===== src/design/light_grid_pkg.sv =====
package light_grid_pkg;

    // Grid geometry
    localparam int GRID_ROWS = 16;
    localparam int GRID_COLS = 24;
    localparam int COLS_PER_PASS = 12;
    localparam int PASS_COUNT = 2;
    localparam int PASS_INDEX_WIDTH = $clog2(PASS_COUNT);

    // Storage layout, six cells packed per RAM word
    localparam int COLS_PER_BANK = 6;
    localparam int BANK_COUNT = COLS_PER_PASS / COLS_PER_BANK;
    localparam int BANK_INDEX_WIDTH = $clog2(BANK_COUNT);
    localparam int CELL_WIDTH = 6;
    localparam int BANK_DATA_WIDTH = COLS_PER_BANK * CELL_WIDTH;

    localparam int POSITION_WIDTH = $clog2(GRID_COLS);
    localparam int ROW_ADDR_WIDTH = $clog2(GRID_ROWS);

    // Command word: op, start_row, start_col, end_row, end_col
    localparam int OP_WIDTH = 2;
    localparam int COMMAND_WIDTH = OP_WIDTH + 4 * POSITION_WIDTH;

    // Read address to write address distance in the row pipeline
    localparam int UPDATE_LATENCY = 3;

    // Enough for every cell at full brightness
    localparam int SUM_WIDTH =
        $clog2(GRID_ROWS * GRID_COLS * ((1 << CELL_WIDTH) - 1) + 1);

    typedef enum logic [OP_WIDTH-1:0] {
        TURN_OFF = 2'b00,
        TOGGLE   = 2'b01,
        RESERVED = 2'b10,
        TURN_ON  = 2'b11
    } light_op_e;

    typedef enum logic [2:0] {
        WAIT_RESET,
        ACCEPT,
        CAPTURE,
        UPDATE,
        START_SUM,
        SUM,
        FINISHED
    } seq_state_e;

endpackage


===== src/design/bank_ram.sv =====
module bank_ram
    import light_grid_pkg::*;
(
    input  logic                       clk,
    input  logic [ROW_ADDR_WIDTH-1:0]  rd_addr,
    output logic [BANK_DATA_WIDTH-1:0] rd_data,
    input  logic                       wr_en,
    input  logic [ROW_ADDR_WIDTH-1:0]  wr_addr,
    input  logic [BANK_DATA_WIDTH-1:0] wr_data
);

    logic [BANK_DATA_WIDTH-1:0] mem [GRID_ROWS];

    initial begin
        for (int i = 0; i < GRID_ROWS; i++) begin
            mem[i] = '0;
        end
    end

    always_ff @(posedge clk) begin
        rd_data <= mem[rd_addr];
    end

    always_ff @(posedge clk) begin
        if (wr_en) begin
            mem[wr_addr] <= wr_data;
        end
    end

endmodule


===== src/design/brightness_bank.sv =====
module brightness_bank
    import light_grid_pkg::*;
(
    input  logic                        clk,
    input  logic                        reset,
    input  logic [ROW_ADDR_WIDTH-1:0]   rd_row,
    input  logic [ROW_ADDR_WIDTH-1:0]   wr_row,
    input  logic                        wr_en,
    input  logic                        sum_en,
    input  logic                        clear_mode,
    input  light_op_e                   cmd_op,
    input  logic [POSITION_WIDTH-1:0]   cmd_start_col,
    input  logic [POSITION_WIDTH-1:0]   cmd_end_col,
    input  logic [POSITION_WIDTH-1:0]   pass_offset,
    input  logic [SUM_WIDTH-1:0]        acc_in,
    input  logic [BANK_INDEX_WIDTH-1:0] bank_index,
    output logic [SUM_WIDTH-1:0]        acc_out
);

    logic [BANK_DATA_WIDTH-1:0]                rd_data;
    logic [BANK_DATA_WIDTH-1:0]                wr_data;
    logic [BANK_DATA_WIDTH-1:0]                cells;
    logic [GRID_ROWS-1:0]                      row_live;
    logic                                      rd_live;
    logic [POSITION_WIDTH-1:0]                 bank_base;
    logic [COLS_PER_BANK-1:0][SUM_WIDTH-1:0]   col_sum;
    logic [SUM_WIDTH-1:0]                      bank_sum;

    bank_ram i_ram (
        .clk(clk),
        .rd_addr(rd_row),
        .rd_data(rd_data),
        .wr_en(wr_en),
        .wr_addr(wr_row),
        .wr_data(wr_data)
    );

    // Rows not written since reset read as zero
    always_ff @(posedge clk) begin
        if (reset) begin
            row_live <= '0;
        end else if (wr_en) begin
            row_live[wr_row] <= 1'b1;
        end
    end

    always_ff @(posedge clk) begin
        rd_live <= row_live[rd_row];
    end

    assign cells = rd_live ? rd_data : '0;
    assign bank_base = pass_offset + POSITION_WIDTH'(COLS_PER_BANK * bank_index);

    for (genvar j = 0; j < COLS_PER_BANK; j++) begin : g_col
        logic [CELL_WIDTH-1:0]     rd_cell;
        logic [CELL_WIDTH-1:0]     wr_cell;
        logic [POSITION_WIDTH-1:0] col_abs;
        logic                      selected;

        assign rd_cell = cells[j*CELL_WIDTH +: CELL_WIDTH];
        assign wr_data[j*CELL_WIDTH +: CELL_WIDTH] = wr_cell;
        assign col_abs = bank_base + POSITION_WIDTH'(j);
        assign selected = (cmd_start_col <= col_abs) && (col_abs <= cmd_end_col);

        always_ff @(posedge clk) begin
            if (clear_mode) begin
                wr_cell <= '0;
            end else if (selected) begin
                case (cmd_op)
                    TURN_OFF: wr_cell <= (rd_cell != '0) ? rd_cell - 1'b1 : rd_cell;
                    TOGGLE:   wr_cell <= rd_cell + CELL_WIDTH'(2);
                    RESERVED: wr_cell <= rd_cell;
                    TURN_ON:  wr_cell <= rd_cell + 1'b1;
                endcase
            end else begin
                wr_cell <= rd_cell;
            end
        end

        always_ff @(posedge clk) begin
            if (reset) begin
                col_sum[j] <= '0;
            end else if (sum_en) begin
                col_sum[j] <= col_sum[j] + SUM_WIDTH'(rd_cell);
            end
        end
    end

    always_comb begin
        bank_sum = '0;
        for (int k = 0; k < COLS_PER_BANK; k++) begin
            bank_sum = bank_sum + col_sum[k];
        end
    end

    // One stage of the chain across banks
    always_ff @(posedge clk) begin
        if (reset) begin
            acc_out <= '0;
        end else begin
            acc_out <= acc_in + bank_sum;
        end
    end

endmodule


===== src/design/grid_sequencer.sv =====
module grid_sequencer
    import light_grid_pkg::*;
(
    input  logic                      clk,
    input  logic                      reset,
    input  logic                      instr_valid,
    input  logic                      instr_last,
    input  logic [COMMAND_WIDTH-1:0]  instr_data,
    input  logic                      update_done,
    input  logic                      sum_done,
    output logic                      instr_ready,
    output light_op_e                 cmd_op,
    output logic [POSITION_WIDTH-1:0] cmd_start_row,
    output logic [POSITION_WIDTH-1:0] cmd_end_row,
    output logic [POSITION_WIDTH-1:0] cmd_start_col,
    output logic [POSITION_WIDTH-1:0] cmd_end_col,
    output logic [POSITION_WIDTH-1:0] pass_offset,
    output logic                      start_update,
    output logic                      start_sum,
    output logic                      last_seen,
    output logic                      count_done
);

    seq_state_e                  state;
    seq_state_e                  next_state;
    logic [PASS_INDEX_WIDTH-1:0] pass_idx;
    logic                        transfer;
    logic                        final_pass;

    assign transfer = instr_valid && instr_ready;
    assign final_pass = (pass_idx == PASS_INDEX_WIDTH'(PASS_COUNT - 1));

    always_ff @(posedge clk) begin
        if (reset) begin
            state <= WAIT_RESET;
        end else begin
            state <= next_state;
        end
    end

    always_comb begin
        next_state = state;
        unique case (state)
            WAIT_RESET: next_state = ACCEPT;
            ACCEPT: begin
                if (transfer) begin
                    next_state = CAPTURE;
                end
            end
            CAPTURE: next_state = UPDATE;
            UPDATE: begin
                if (update_done) begin
                    next_state = last_seen ? START_SUM : ACCEPT;
                end
            end
            START_SUM: next_state = SUM;
            SUM: begin
                if (sum_done) begin
                    next_state = final_pass ? FINISHED : ACCEPT;
                end
            end
            FINISHED: next_state = FINISHED;
            default: next_state = WAIT_RESET;
        endcase
    end

    assign instr_ready = (state == ACCEPT);
    assign start_update = (state == CAPTURE);
    assign start_sum = (state == START_SUM);
    assign count_done = (state == FINISHED);

    // Fields from the top: op, start_row, start_col, end_row, end_col
    always_ff @(posedge clk) begin
        if (transfer) begin
            cmd_op <= light_op_e'(instr_data[4*POSITION_WIDTH +: OP_WIDTH]);
            cmd_start_row <= instr_data[3*POSITION_WIDTH +: POSITION_WIDTH];
            cmd_start_col <= instr_data[2*POSITION_WIDTH +: POSITION_WIDTH];
            cmd_end_row <= instr_data[POSITION_WIDTH +: POSITION_WIDTH];
            cmd_end_col <= instr_data[0 +: POSITION_WIDTH];
        end
    end

    always_ff @(posedge clk) begin
        if (reset) begin
            last_seen <= 1'b0;
        end else if (transfer) begin
            last_seen <= instr_last;
        end
    end

    // Next pass starts once the clearing sum is through
    always_ff @(posedge clk) begin
        if (reset) begin
            pass_idx <= '0;
        end else if (state == SUM && sum_done && !final_pass) begin
            pass_idx <= pass_idx + 1'b1;
        end
    end

    assign pass_offset = POSITION_WIDTH'(pass_idx * COLS_PER_PASS);

endmodule


===== src/design/light_grid_top.sv =====
module light_grid_top
    import light_grid_pkg::*;
(
    input  logic                     clk,
    input  logic                     reset,
    input  logic                     instr_valid,
    input  logic                     instr_last,
    input  logic [COMMAND_WIDTH-1:0] instr_data,
    output logic                     instr_ready,
    output logic                     count_done,
    output logic [SUM_WIDTH-1:0]     count_value
);

    light_op_e                 cmd_op;
    logic [POSITION_WIDTH-1:0] cmd_start_row;
    logic [POSITION_WIDTH-1:0] cmd_end_row;
    logic [POSITION_WIDTH-1:0] cmd_start_col;
    logic [POSITION_WIDTH-1:0] cmd_end_col;
    logic [POSITION_WIDTH-1:0] pass_offset;
    logic                      start_update;
    logic                      start_sum;
    logic                      update_done;
    logic                      sum_done;
    logic [ROW_ADDR_WIDTH-1:0] rd_row;
    logic [ROW_ADDR_WIDTH-1:0] wr_row;
    logic                      wr_en;
    logic                      sum_en;
    logic                      clear_mode;
    logic [SUM_WIDTH-1:0]      acc_chain [BANK_COUNT+1];

    grid_sequencer i_sequencer (
        .clk(clk),
        .reset(reset),
        .instr_valid(instr_valid),
        .instr_last(instr_last),
        .instr_data(instr_data),
        .update_done(update_done),
        .sum_done(sum_done),
        .instr_ready(instr_ready),
        .cmd_op(cmd_op),
        .cmd_start_row(cmd_start_row),
        .cmd_end_row(cmd_end_row),
        .cmd_start_col(cmd_start_col),
        .cmd_end_col(cmd_end_col),
        .pass_offset(pass_offset),
        .start_update(start_update),
        .start_sum(start_sum),
        .last_seen(),
        .count_done(count_done)
    );

    row_sweeper i_sweeper (
        .clk(clk),
        .reset(reset),
        .start_update(start_update),
        .start_sum(start_sum),
        .first_row(cmd_start_row),
        .last_row(cmd_end_row),
        .rd_row(rd_row),
        .wr_row(wr_row),
        .wr_en(wr_en),
        .sum_en(sum_en),
        .clear_mode(clear_mode),
        .update_done(update_done),
        .sum_done(sum_done)
    );

    assign acc_chain[0] = '0;

    for (genvar i = 0; i < BANK_COUNT; i++) begin : g_bank
        brightness_bank i_bank (
            .clk(clk),
            .reset(reset),
            .rd_row(rd_row),
            .wr_row(wr_row),
            .wr_en(wr_en),
            .sum_en(sum_en),
            .clear_mode(clear_mode),
            .cmd_op(cmd_op),
            .cmd_start_col(cmd_start_col),
            .cmd_end_col(cmd_end_col),
            .pass_offset(pass_offset),
            .acc_in(acc_chain[i]),
            .bank_index(BANK_INDEX_WIDTH'(i)),
            .acc_out(acc_chain[i+1])
        );
    end

    assign count_value = acc_chain[BANK_COUNT];

endmodule


===== src/design/row_sweeper.sv =====
module row_sweeper
    import light_grid_pkg::*;
(
    input  logic                      clk,
    input  logic                      reset,
    input  logic                      start_update,
    input  logic                      start_sum,
    input  logic [POSITION_WIDTH-1:0] first_row,
    input  logic [POSITION_WIDTH-1:0] last_row,
    output logic [ROW_ADDR_WIDTH-1:0] rd_row,
    output logic [ROW_ADDR_WIDTH-1:0] wr_row,
    output logic                      wr_en,
    output logic                      sum_en,
    output logic                      clear_mode,
    output logic                      update_done,
    output logic                      sum_done
);

    // Stage 0 issues the read, read data sits at stage 1, write at the last stage
    localparam int DATA_STAGE = 1;
    localparam int WR_STAGE = UPDATE_LATENCY - 1;

    logic [UPDATE_LATENCY-1:0][POSITION_WIDTH-1:0] row_pipe;
    logic [UPDATE_LATENCY-1:0]                     valid_pipe;
    logic [POSITION_WIDTH-1:0]                     stop_row;
    logic                                          last_write;

    assign rd_row = ROW_ADDR_WIDTH'(row_pipe[0]);
    assign wr_row = ROW_ADDR_WIDTH'(row_pipe[WR_STAGE]);
    assign wr_en = valid_pipe[WR_STAGE];
    assign sum_en = clear_mode && valid_pipe[DATA_STAGE];
    assign last_write = valid_pipe[WR_STAGE] && !valid_pipe[WR_STAGE-1];

    always_ff @(posedge clk) begin
        if (start_update) begin
            row_pipe[0] <= first_row;
            stop_row <= last_row;
        end else if (start_sum) begin
            row_pipe[0] <= '0;
            stop_row <= POSITION_WIDTH'(GRID_ROWS - 1);
        end else begin
            row_pipe[0] <= row_pipe[0] + 1'b1;
        end
        row_pipe[UPDATE_LATENCY-1:1] <= row_pipe[UPDATE_LATENCY-2:0];
    end

    always_ff @(posedge clk) begin
        if (reset) begin
            valid_pipe <= '0;
            clear_mode <= 1'b0;
            update_done <= 1'b0;
            sum_done <= 1'b0;
        end else begin
            valid_pipe <= {valid_pipe[UPDATE_LATENCY-2:0], 1'b0};
            update_done <= last_write && !clear_mode;
            sum_done <= last_write && clear_mode;
            if (start_update) begin
                valid_pipe[0] <= 1'b1;
                clear_mode <= 1'b0;
            end else if (start_sum) begin
                valid_pipe[0] <= 1'b1;
                clear_mode <= 1'b1;
            end else begin
                // Stop issuing once the final row has gone out
                valid_pipe[0] <= valid_pipe[0] && (row_pipe[0] != stop_row);
            end
        end
    end

endmodule


===== config.mk =====
export PLATFORM = sky130hd
export DESIGN_NAME = light_grid_top
export DESIGN_NICKNAME = d
export VERILOG_FILES = /design/src/design/light_grid_pkg.sv /design/src/design/bank_ram.sv /design/src/design/brightness_bank.sv /design/src/design/grid_sequencer.sv /design/src/design/light_grid_top.sv /design/src/design/row_sweeper.sv
export SDC_FILE = /design/constraint.sdc
export NUM_CORES = 2
export LEC_CHECK = 0
export CAP_MARGIN = 20
export CORE_MARGIN = 2
export CORE_UTILIZATION = 62
export CTS_CLUSTER_DIAMETER = 100
export DETAILED_ROUTE_END_ITERATION = 12
export DONT_BUFFER_PORTS = 1
export GPL_TIMING_DRIVEN = 0
export PLACE_DENSITY = 0.78
export SYNTH_ARGS = -nofsm -noshare
export SYNTH_HDL_FRONTEND = slang
export SYNTH_SLANG_ARGS = --single-unit

===== constraint.sdc =====
create_clock -name clk -period 10 [get_ports clk]
set_clock_uncertainty 0.05 [all_clocks]
set_input_delay 1.5 -clock clk [delete_from_list [all_inputs] [get_ports clk]]
set_output_delay 1.5 -clock clk [all_outputs]
set_load 0.005 [all_outputs]

Yosys cells after proc, flatten, opt, wreduce, memory -nomap -nowiden
Memory sizes are Yosys's and may differ from the RTL's. A register that Yosys moved wholly into a read port is not among the register bits.
Cells that the tools add are included.
{ "totals": {"out_inout_bits": 17, "reg_bits": 367, "n_memories": 2, "ramBits": 1152, "elab_cells": 262} }
{ "op_classes": {"n_bitwise": 2, "mul": 1, "order_cmp": 27, "muxes": 58, "reduce_logical": 41, "addsub": 72, "eq_ne": 13} }
{ "mem_list": {"columns": ["name", "depth", "width", "read_ports", "rd_clocked_by_memory_dff", "write_ports", "line_no", "text"], "rows": [
  ["g_bank[0].i_bank.i_ram.mem", 16, 36, 1, 1, 1, "bank_ram.sv:12", "logic [BANK_DATA_WIDTH-1:0] mem [GRID_ROWS];"],
  ["g_bank[1].i_bank.i_ram.mem", 16, 36, 1, 1, 1, "bank_ram.sv:12", null]
]} }
{ "op_table": {"columns": ["cell", "n"], "rows": [
  ["6-bit one-hot mux with 4 select lines", 12],
  ["15-bit by 6-bit adder with 15-bit output", 12],
  ["15-bit adder", 11],
  ["6-bit two-way mux", 24],
  ["5-bit less-or-equal comparator", 24],
  ["6-bit by 1-bit adder with 6-bit output, second input constant", 12],
  ["6-bit by 2-bit adder with 6-bit output, second input constant", 12],
  ["36-bit two-way mux", 2],
  ["6-bit nonzero test", 12],
  ["6-bit by 1-bit subtractor with 6-bit output, second input constant", 12],
  ["16-bit bitwise OR", 2],
  ["5-bit by 3-bit adder with 5-bit output, second input constant", 5],
  ["1-bit logical AND", 21],
  ["3-bit one-hot mux with 7 select lines", 1],
  ["5-bit by 2-bit adder with 5-bit output, second input constant", 4],
  ["5-bit two-way mux", 4],
  ["5-bit by 1-bit adder with 5-bit output, second input constant", 3],
  ["3-bit two-way mux", 5],
  ["4-bit by 5-bit < comparator with 1-bit output, second input constant", 2],
  ["3-bit equality test, second input constant", 3],
  ["1-bit binary-select mux with 4-bit select", 2],
  ["1-bit two-way mux", 7],
  ["3-bit by 2-bit equality test with 1-bit output, second input constant", 2],
  ["5-bit inequality test", 1],
  ["15 further kinds", 19]
]} }

Longest topological paths before layout
{ "logic_depth": {"ltp_word": 6, "depth_mapped": 16} }

By module
From an unflattened synthesis, not the netlist that was laid out.
{ "hier_totals": {"cells_unflattened": 5393, "area_unflattened_um2": 74196.2} }
{ "by_module_without_submodules": {"columns": ["mod", "cells_each", "area_per_inst_um2", "n_inst"], "rows": [
  ["bank_ram", 938, 22318.9, 2],
  ["brightness_bank at g_bank[1].i_bank", 1692, 13937.1, 1],
  ["brightness_bank at g_bank[0].i_bank", 1681, 13724.4, 1],
  ["grid_sequencer", 72, 1052.3, 1],
  ["row_sweeper", 70, 837.1, 1],
  ["light_grid_top", 2, 7.5, 1]
]} }

Least setup slack after synthesis
Ideal clock, no wire load.
{ "synth_timing": {"path_kind": "reg2reg", "from": "reg i_sweeper.valid_pipe[2]", "to": "mem g_bank[0].i_bank.i_ram.mem[0][0] (netlist bit) (enable)", "slack_ps": 3508, "n_path_buf": 0, "t_required_ps": 9354, "arrival_ps": 5846, "path_stages_with_launch": 3, "period_less_slack_ps": 6492, "setup_ps": 596, "cell_sequence": "dfxtp_1 -> or3b_2 -> nor3_1"} }
{ "synth_between": {"elab_chain_cells": 2} }
{ "synth_rtl": {"columns": ["element", "line_no", "text"], "rows": [
  ["from (decl)", "row_sweeper.sv:24", "logic [UPDATE_LATENCY-1:0] valid_pipe;"],
  ["from (signal assigned)", "row_sweeper.sv:54", "valid_pipe <= {valid_pipe[UPDATE_LATENCY-2:0], 1'b0};"],
  ["1-bit two-way mux", "bank_ram.sv:25", "if (wr_en) begin"],
  ["1-bit two-way mux (implied by the code)", "bank_ram.sv:26", "mem[wr_addr] <= wr_data;"],
  ["to (decl)", "bank_ram.sv:12", null]
]} }
No other way between the ends.

Final worst setup path
{ "layout_timing": {"from": "reg g_bank[0].i_bank.rd_live", "to": "reg g_bank[0].i_bank.col_sum[56] (netlist bit)"} }
{ "layout_between": {"elab_chain_cells": 2} }
{ "layout_rtl": {"columns": ["element", "line_no", "text"], "rows": [
  ["from (decl)", "brightness_bank.sv:24", "logic rd_live;"],
  ["from (signal assigned)", "brightness_bank.sv:48", "rd_live <= row_live[rd_row];"],
  ["36-bit two-way mux", "brightness_bank.sv:51", "assign cells = rd_live ? rd_data : '0;"],
  ["15-bit by 6-bit adder with 15-bit output", "brightness_bank.sv:84", "col_sum[j] <= col_sum[j] + SUM_WIDTH'(rd_cell);"],
  ["to (signal, indexed assignment)", "brightness_bank.sv:84", null],
  ["to (decl)", "brightness_bank.sv:26", "logic [COLS_PER_BANK-1:0][SUM_WIDTH-1:0] col_sum;"]
]} }
No other way between the ends.
A chain may end at the register's enable or synchronous reset.

==> impl.org <==
** STA
- Worst Tran Pin Value :: 1.28 ns
- The final number of hold-violating endpoints is 0.
- The number of pins exceeding their max-slew limit in the final report is 0.
- Final setup violating endpoints :: 0
- Measured against its own limit, the worst slew margin works out to 14.6%.
- Setup repair after global routing left no endpoint under its margin.
- Period utilisation layout :: 53.8%
- Clock period minus final worst setup slack :: 5.38 ns
- For this run, the top clock speed supported by timing is 186 MHz.

** Die
- Initial core utilization :: 62.5%
- Die Height :: 340 µm
- Die Width :: 340 µm
- The die covers 116000 µm².
- Core Rows :: 123
- Floorplan Core Area :: 112000 µm²
- I/O pins :: 43

** Pwr
- Combinational logic is responsible for 20.8% of the overall power.
- Sequential cells burn 43.5% of the power.
- Internal Pwr Total :: 12600 µW
- Switch share :: 28.3%
- IR Drop Worst-Case VDD :: 0.179 mV
- Clock share of power :: 35.7%
- Net Sw Power :: 4970 µW
- Power density over the cells :: 221 nW/µm²
- Static Leak :: 0.0276 µW

** Layout
- Final layout net count :: 5427
- Once layout is complete, the cells apart from fillers number 6723.
- Fill cell total of the finished layout :: 7004
- At the end of the flow the core is filled with cells to 70.4%.
- The area growth from synthesis to layout is 12.8%.
- Share of cells above drive strength 1 :: 15.4%

** Critical path
- The worst setup path is captured at a flop.
- In this run the critical register-to-register path is launched from g_bank[0].i_bank.rd_live.
- Slowest CP cell :: sky130_fd_sc_hd__o31ai_1
- Crit path DAT :: 5.98 ns
- The setup path with the least slack is of type reg -> reg.
- Worst path top cell family by delay :: buffers and inverters
- Buffers and inverters on the worst path :: 4
- Crit start category :: flop
- In this design, the stage delay of the slowest critical-path cell is 0.83 ns.
- Crit-path most repeated cell :: sky130_fd_sc_hd__clkbuf_1
- Endpoint of the most critical register-to-register path :: g_bank[0].i_bank.col_sum[56]
- Ordered list of cells on the worst path :: clkbuf_1, clkbuf_1, buf_1, nand2_1, inv_1, ha_1, a21o_1, a21oi_1, o21ai_0, o31ai_1, nor3_1, xnor2_1, nor2_1
- Counting cells, the worst reg-to-reg path comes to 13.
- Highest fanout seen on the critical path :: 10
- Setup slack on the worst reg-to-reg path comes out at 4.62 ns.
- Required time reported for the critical path endpoint :: 10.59 ns

** Logic synthesis
- Number of synthesized register bits :: 1591
- Yosys mapped a number of flops with a built-in enable equal to 1179.
- The number of nets in the synthesized netlist is 5169.
- Post-Syn Area per Cell :: 14.6 µm²
- The mapped netlist covers 70200 µm².
- YS warnings :: 0
- Gate count after technology mapping :: 4821
- Yosys cell types :: 82
- Sequential cells were found to cover 62.2% of the synthesized design area.
- Share of synthesized registers carrying an async set or reset :: 0%
- Among all flip-flop cells after synthesis, the most frequent one is sky130_fd_sc_hd__edfxtp_1.

** Worst hold path
- Cell depth of the worst hold path :: 0
- For hold timing, the worst endpoint is i_sweeper.wr_row[0].
- Worst Hold Launch :: i_sweeper.row_pipe[5]
- Min-Delay Path Class :: reg -> reg

** CTS
- CTS Hold Bufs :: 0
- Maximum count of clock buffers along a single path :: 3
- The clock reaches the later pin of the worst-skew pair after 0.79 ns.
- Clock sinks :: 1591
- Cell at the root of the clock tree :: sky130_fd_sc_hd__clkbuf_16
- After clock tree synthesis, the setup repair step added 0 buffers.
- Count of instances resized after the clock tree is built :: 0
- Clock tree synthesis inserted a total of 157 buffers.
- CTS tree :: built
- Maximum level of the CTS H-tree :: 4
- Clock-pin slew was measured on the worst setup and hold paths at 0.06 ns.

** Place
- In this run, placement finished with an instance count of 6400.
- Detailed placement finished with a half-perimeter wire length of 136 mm.
- At the end of routability-driven placement, the weighted congestion stood at 0.982.
- In this run the tool buffered the top-level ports with 0 buffer cells.

** Drt
- Final routed DRC violation total :: 0
- Detailed-route wire length :: 210 mm
- In this run the remaining antenna-violating nets after routing total 0.
- After detailed routing, the average wire length per cell comes to 31.2 µm.
- For this block, the initial DRC count from the detailed router was 6410.
- Number of iterations in the first detailed-routing pass :: 8
- Number of vias per cell :: 6.65
- The routed layout has 44700 vias.

** GRT
- The via count of the first global-routing pass was 43945.
- Total GRT Usage :: 35.9%
- The first global-routing pass estimated 299 mm of wire.
- Number of antenna violations at the first check in global routing :: 20
- Pin count of the biggest net entering global routing :: 24
- The total overflow left after global routing is 0.

** Run status
- The run finished with clean final reports.

** Flow run
- The tool flagged a number of max-cap violations equal to 0.
-- cells in the final DEF, fill, tap and decap left out, drive strengths merged, types with 10 or more instances in the layout --
master      n
nor3      105
nand2b     12
ha        188
inv       371
o21ai     162
mux4      370
a211oi     23
and2       19
a21o       27
edfxtp   1179
nor2b      49
dfxtp     412
a22oi      32
nor4       27
fa        134
mux2i      14
o21a       24
nand2     319
xnor2     161
clkbuf    354
xor2       33
o22ai      11
o32ai      10
a21oi     230
nor2      376
o2bb2ai    10
o31ai      33
or3        34
bufinv     19
and3       14
buf       176
clkinv     49
nand3      82
a31oi      14
-- worst max path at each step --
stage / end / depth (start not counted) / start
2_1_floorplan: g_bank[0].i_bank.i_ram.mem[0][0] / 2 / i_sweeper.valid_pipe[2]
3_3_place_gp: g_bank[1].i_bank.i_ram.mem[10][21] / 2 / i_sweeper.valid_pipe[2]
3_5_place_dp: g_bank[0].i_bank.col_sum[56] / 13 / g_bank[0].i_bank.rd_live
4_1_cts: g_bank[0].i_bank.col_sum[56] / 13 / g_bank[0].i_bank.rd_live
5_1_grt: g_bank[0].i_bank.col_sum[41] / 13 / g_bank[0].i_bank.rd_live
6_report: g_bank[0].i_bank.col_sum[56] / 13 / g_bank[0].i_bank.rd_live
-- layer usage --
metal | GRT usage [%] | wire, µm | vias to the layer above
li1 | - | - | 18432
met3 | 7.96 | 25500 | 588
met1 | 49.8 | 76700 | 22276
met2 | 55.2 | 97700 | 3388
met4 | 16.0 | 9700 | 16
met5 | 0 | 104 | -
-- cells by family (layout without fill, tap and decap cells) --
kind of cell	Yosys count	count (layout)	synth area share, %
other	0	9	0
DFF	1591	1591	62.2
buffers and inverters	582	975	3.27
xor gates and xnor gates	194	194	2.42
and+or+nand+nor	1072	1072	6.82
AOI/OAI and AO/OA	672	672	5.98
muxes	388	388	12.1
adders and majority gates	322	322	7.17
-- power by group through the flow --
stage | combinational (µW) | sequential (µW) | clock, µW
2_1_floorplan | 2300 | 7550 | 0
3_3_place_gp | 3260 | 7730 | 0
3_5_place_dp | 3370 | 7720 | 0
4_1_cts | 3470 | 7590 | 6270
5_1_grt | 3750 | 7610 | 6530
6_report | 3650 | 7620 | 6260
-- flip-flops by register name, indices dropped and copies added, names as in the netlist, 2 cells and up --
name / cells
g_bank.i_bank.acc_out: 30
g_bank.i_bank.col_sum: 180
g_bank.i_bank.g_col.wr_cell: 72
g_bank.i_bank.i_ram.mem: 1152
g_bank.i_bank.i_ram.rd_data: 72
g_bank.i_bank.rd_live: 2
g_bank.i_bank.row_live: 32
i_sequencer.cmd_end_col: 5
i_sequencer.cmd_end_row: 5
i_sequencer.cmd_op: 2
i_sequencer.cmd_start_col: 5
i_sequencer.cmd_start_row: 5
i_sequencer.state: 3
i_sweeper.rd_row: 4
i_sweeper.row_pipe: 5
i_sweeper.stop_row: 5
i_sweeper.valid_pipe: 3
i_sweeper.wr_row: 4
-- area by class of cell --
class / count / area [µm²] / share of cell area [%]
sequential: 1591 / 43700 / 55.2
clock inverter: 84 / 1010 / 1.28
timing repair buffer: 99 / 1520 / 1.93
antenna: 9 / 22.5 / 0.0285
buffer: 221 / 941 / 1.19
clock buffer: 210 / 4410 / 5.57
inverter: 361 / 1360 / 1.71
tap: 1500 / 1880 / 2.37
multi-input combinational: 2648 / 24300 / 30.8
-- stage by stage --
stage	area, µm²	hold WS, ns	TNS, ns	setup slack [ns]	power, µW
after global routing	79100	0.283	0	4.54	17900
after global placement	72100	0.260	-690.51	-2.55	11000
after detailed placement	73400	0.265	0	4.90	11100
final	79100	0.282	0	4.62	17500
after floorplan	70200	0.260	0	3.51	9850
after CTS	78800	0.282	0	4.87	17300
-- cell usage after synthesis, types with 9 or more instances --
| library cell | instances | share of area (%) |
|---|---|---|
| sky130_fd_sc_hd__nor3b_1 | 9 | 0.096 |
| sky130_fd_sc_hd__o22ai_1 | 11 | 0.098 |
| sky130_fd_sc_hd__xor2_1 | 33 | 0.41 |
| sky130_fd_sc_hd__a31oi_1 | 14 | 0.12 |
| sky130_fd_sc_hd__o21a_1 | 24 | 0.26 |
| sky130_fd_sc_hd__o32ai_1 | 10 | 0.12 |
| sky130_fd_sc_hd__mux2i_1 | 14 | 0.20 |
| sky130_fd_sc_hd__nor2b_1 | 48 | 0.43 |
| sky130_fd_sc_hd__mux4_2 | 370 | 12 |
| sky130_fd_sc_hd__nand2_1 | 319 | 1.7 |
| sky130_fd_sc_hd__nor3_1 | 105 | 0.75 |
| sky130_fd_sc_hd__a21oi_1 | 229 | 1.6 |
| sky130_fd_sc_hd__nor4_1 | 27 | 0.24 |
| sky130_fd_sc_hd__a32oi_1 | 9 | 0.11 |
| sky130_fd_sc_hd__nor2_1 | 376 | 2.0 |
| sky130_fd_sc_hd__ha_1 | 188 | 3.4 |
| sky130_fd_sc_hd__inv_1 | 360 | 1.9 |
| sky130_fd_sc_hd__and2_1 | 18 | 0.16 |
| sky130_fd_sc_hd__o2bb2ai_1 | 10 | 0.12 |
| sky130_fd_sc_hd__o21ai_0 | 161 | 1.1 |
| sky130_fd_sc_hd__buf_1 | 34 | 0.18 |
| sky130_fd_sc_hd__a211oi_1 | 23 | 0.25 |
| sky130_fd_sc_hd__edfxtp_1 | 1179 | 50 |
| sky130_fd_sc_hd__a21o_1 | 27 | 0.29 |
| sky130_fd_sc_hd__buf_4 | 16 | 0.17 |
| sky130_fd_sc_hd__o31ai_1 | 33 | 0.35 |
| sky130_fd_sc_hd__and3_1 | 14 | 0.12 |
| sky130_fd_sc_hd__buf_2 | 26 | 0.19 |
| sky130_fd_sc_hd__nand2b_1 | 12 | 0.11 |
| sky130_fd_sc_hd__xnor2_1 | 161 | 2.0 |
| sky130_fd_sc_hd__nand3_1 | 82 | 0.58 |
| sky130_fd_sc_hd__or3_1 | 34 | 0.30 |
| sky130_fd_sc_hd__clkbuf_1 | 142 | 0.76 |
| sky130_fd_sc_hd__dfxtp_1 | 412 | 12 |
| sky130_fd_sc_hd__a22oi_1 | 31 | 0.33 |
| sky130_fd_sc_hd__fa_1 | 134 | 3.8 |
-- worst reg2reg max path, stage by stage, from the launching register on --
cell and delay (ns):
sky130_fd_sc_hd__dfxtp_1 0.39, sky130_fd_sc_hd__clkbuf_1 0.40, sky130_fd_sc_hd__clkbuf_1 0.64, sky130_fd_sc_hd__buf_1 0.68, sky130_fd_sc_hd__nand2_1 0.56, sky130_fd_sc_hd__inv_1 0.41
sky130_fd_sc_hd__ha_1 0.30, sky130_fd_sc_hd__a21o_1 0.18, sky130_fd_sc_hd__a21oi_1 0.22, sky130_fd_sc_hd__o21ai_0 0.18, sky130_fd_sc_hd__o31ai_1 0.83, sky130_fd_sc_hd__nor3_1 0.15
sky130_fd_sc_hd__xnor2_1 0.18, sky130_fd_sc_hd__nor2_1 0.06
(Power assumes the default switching activity.)
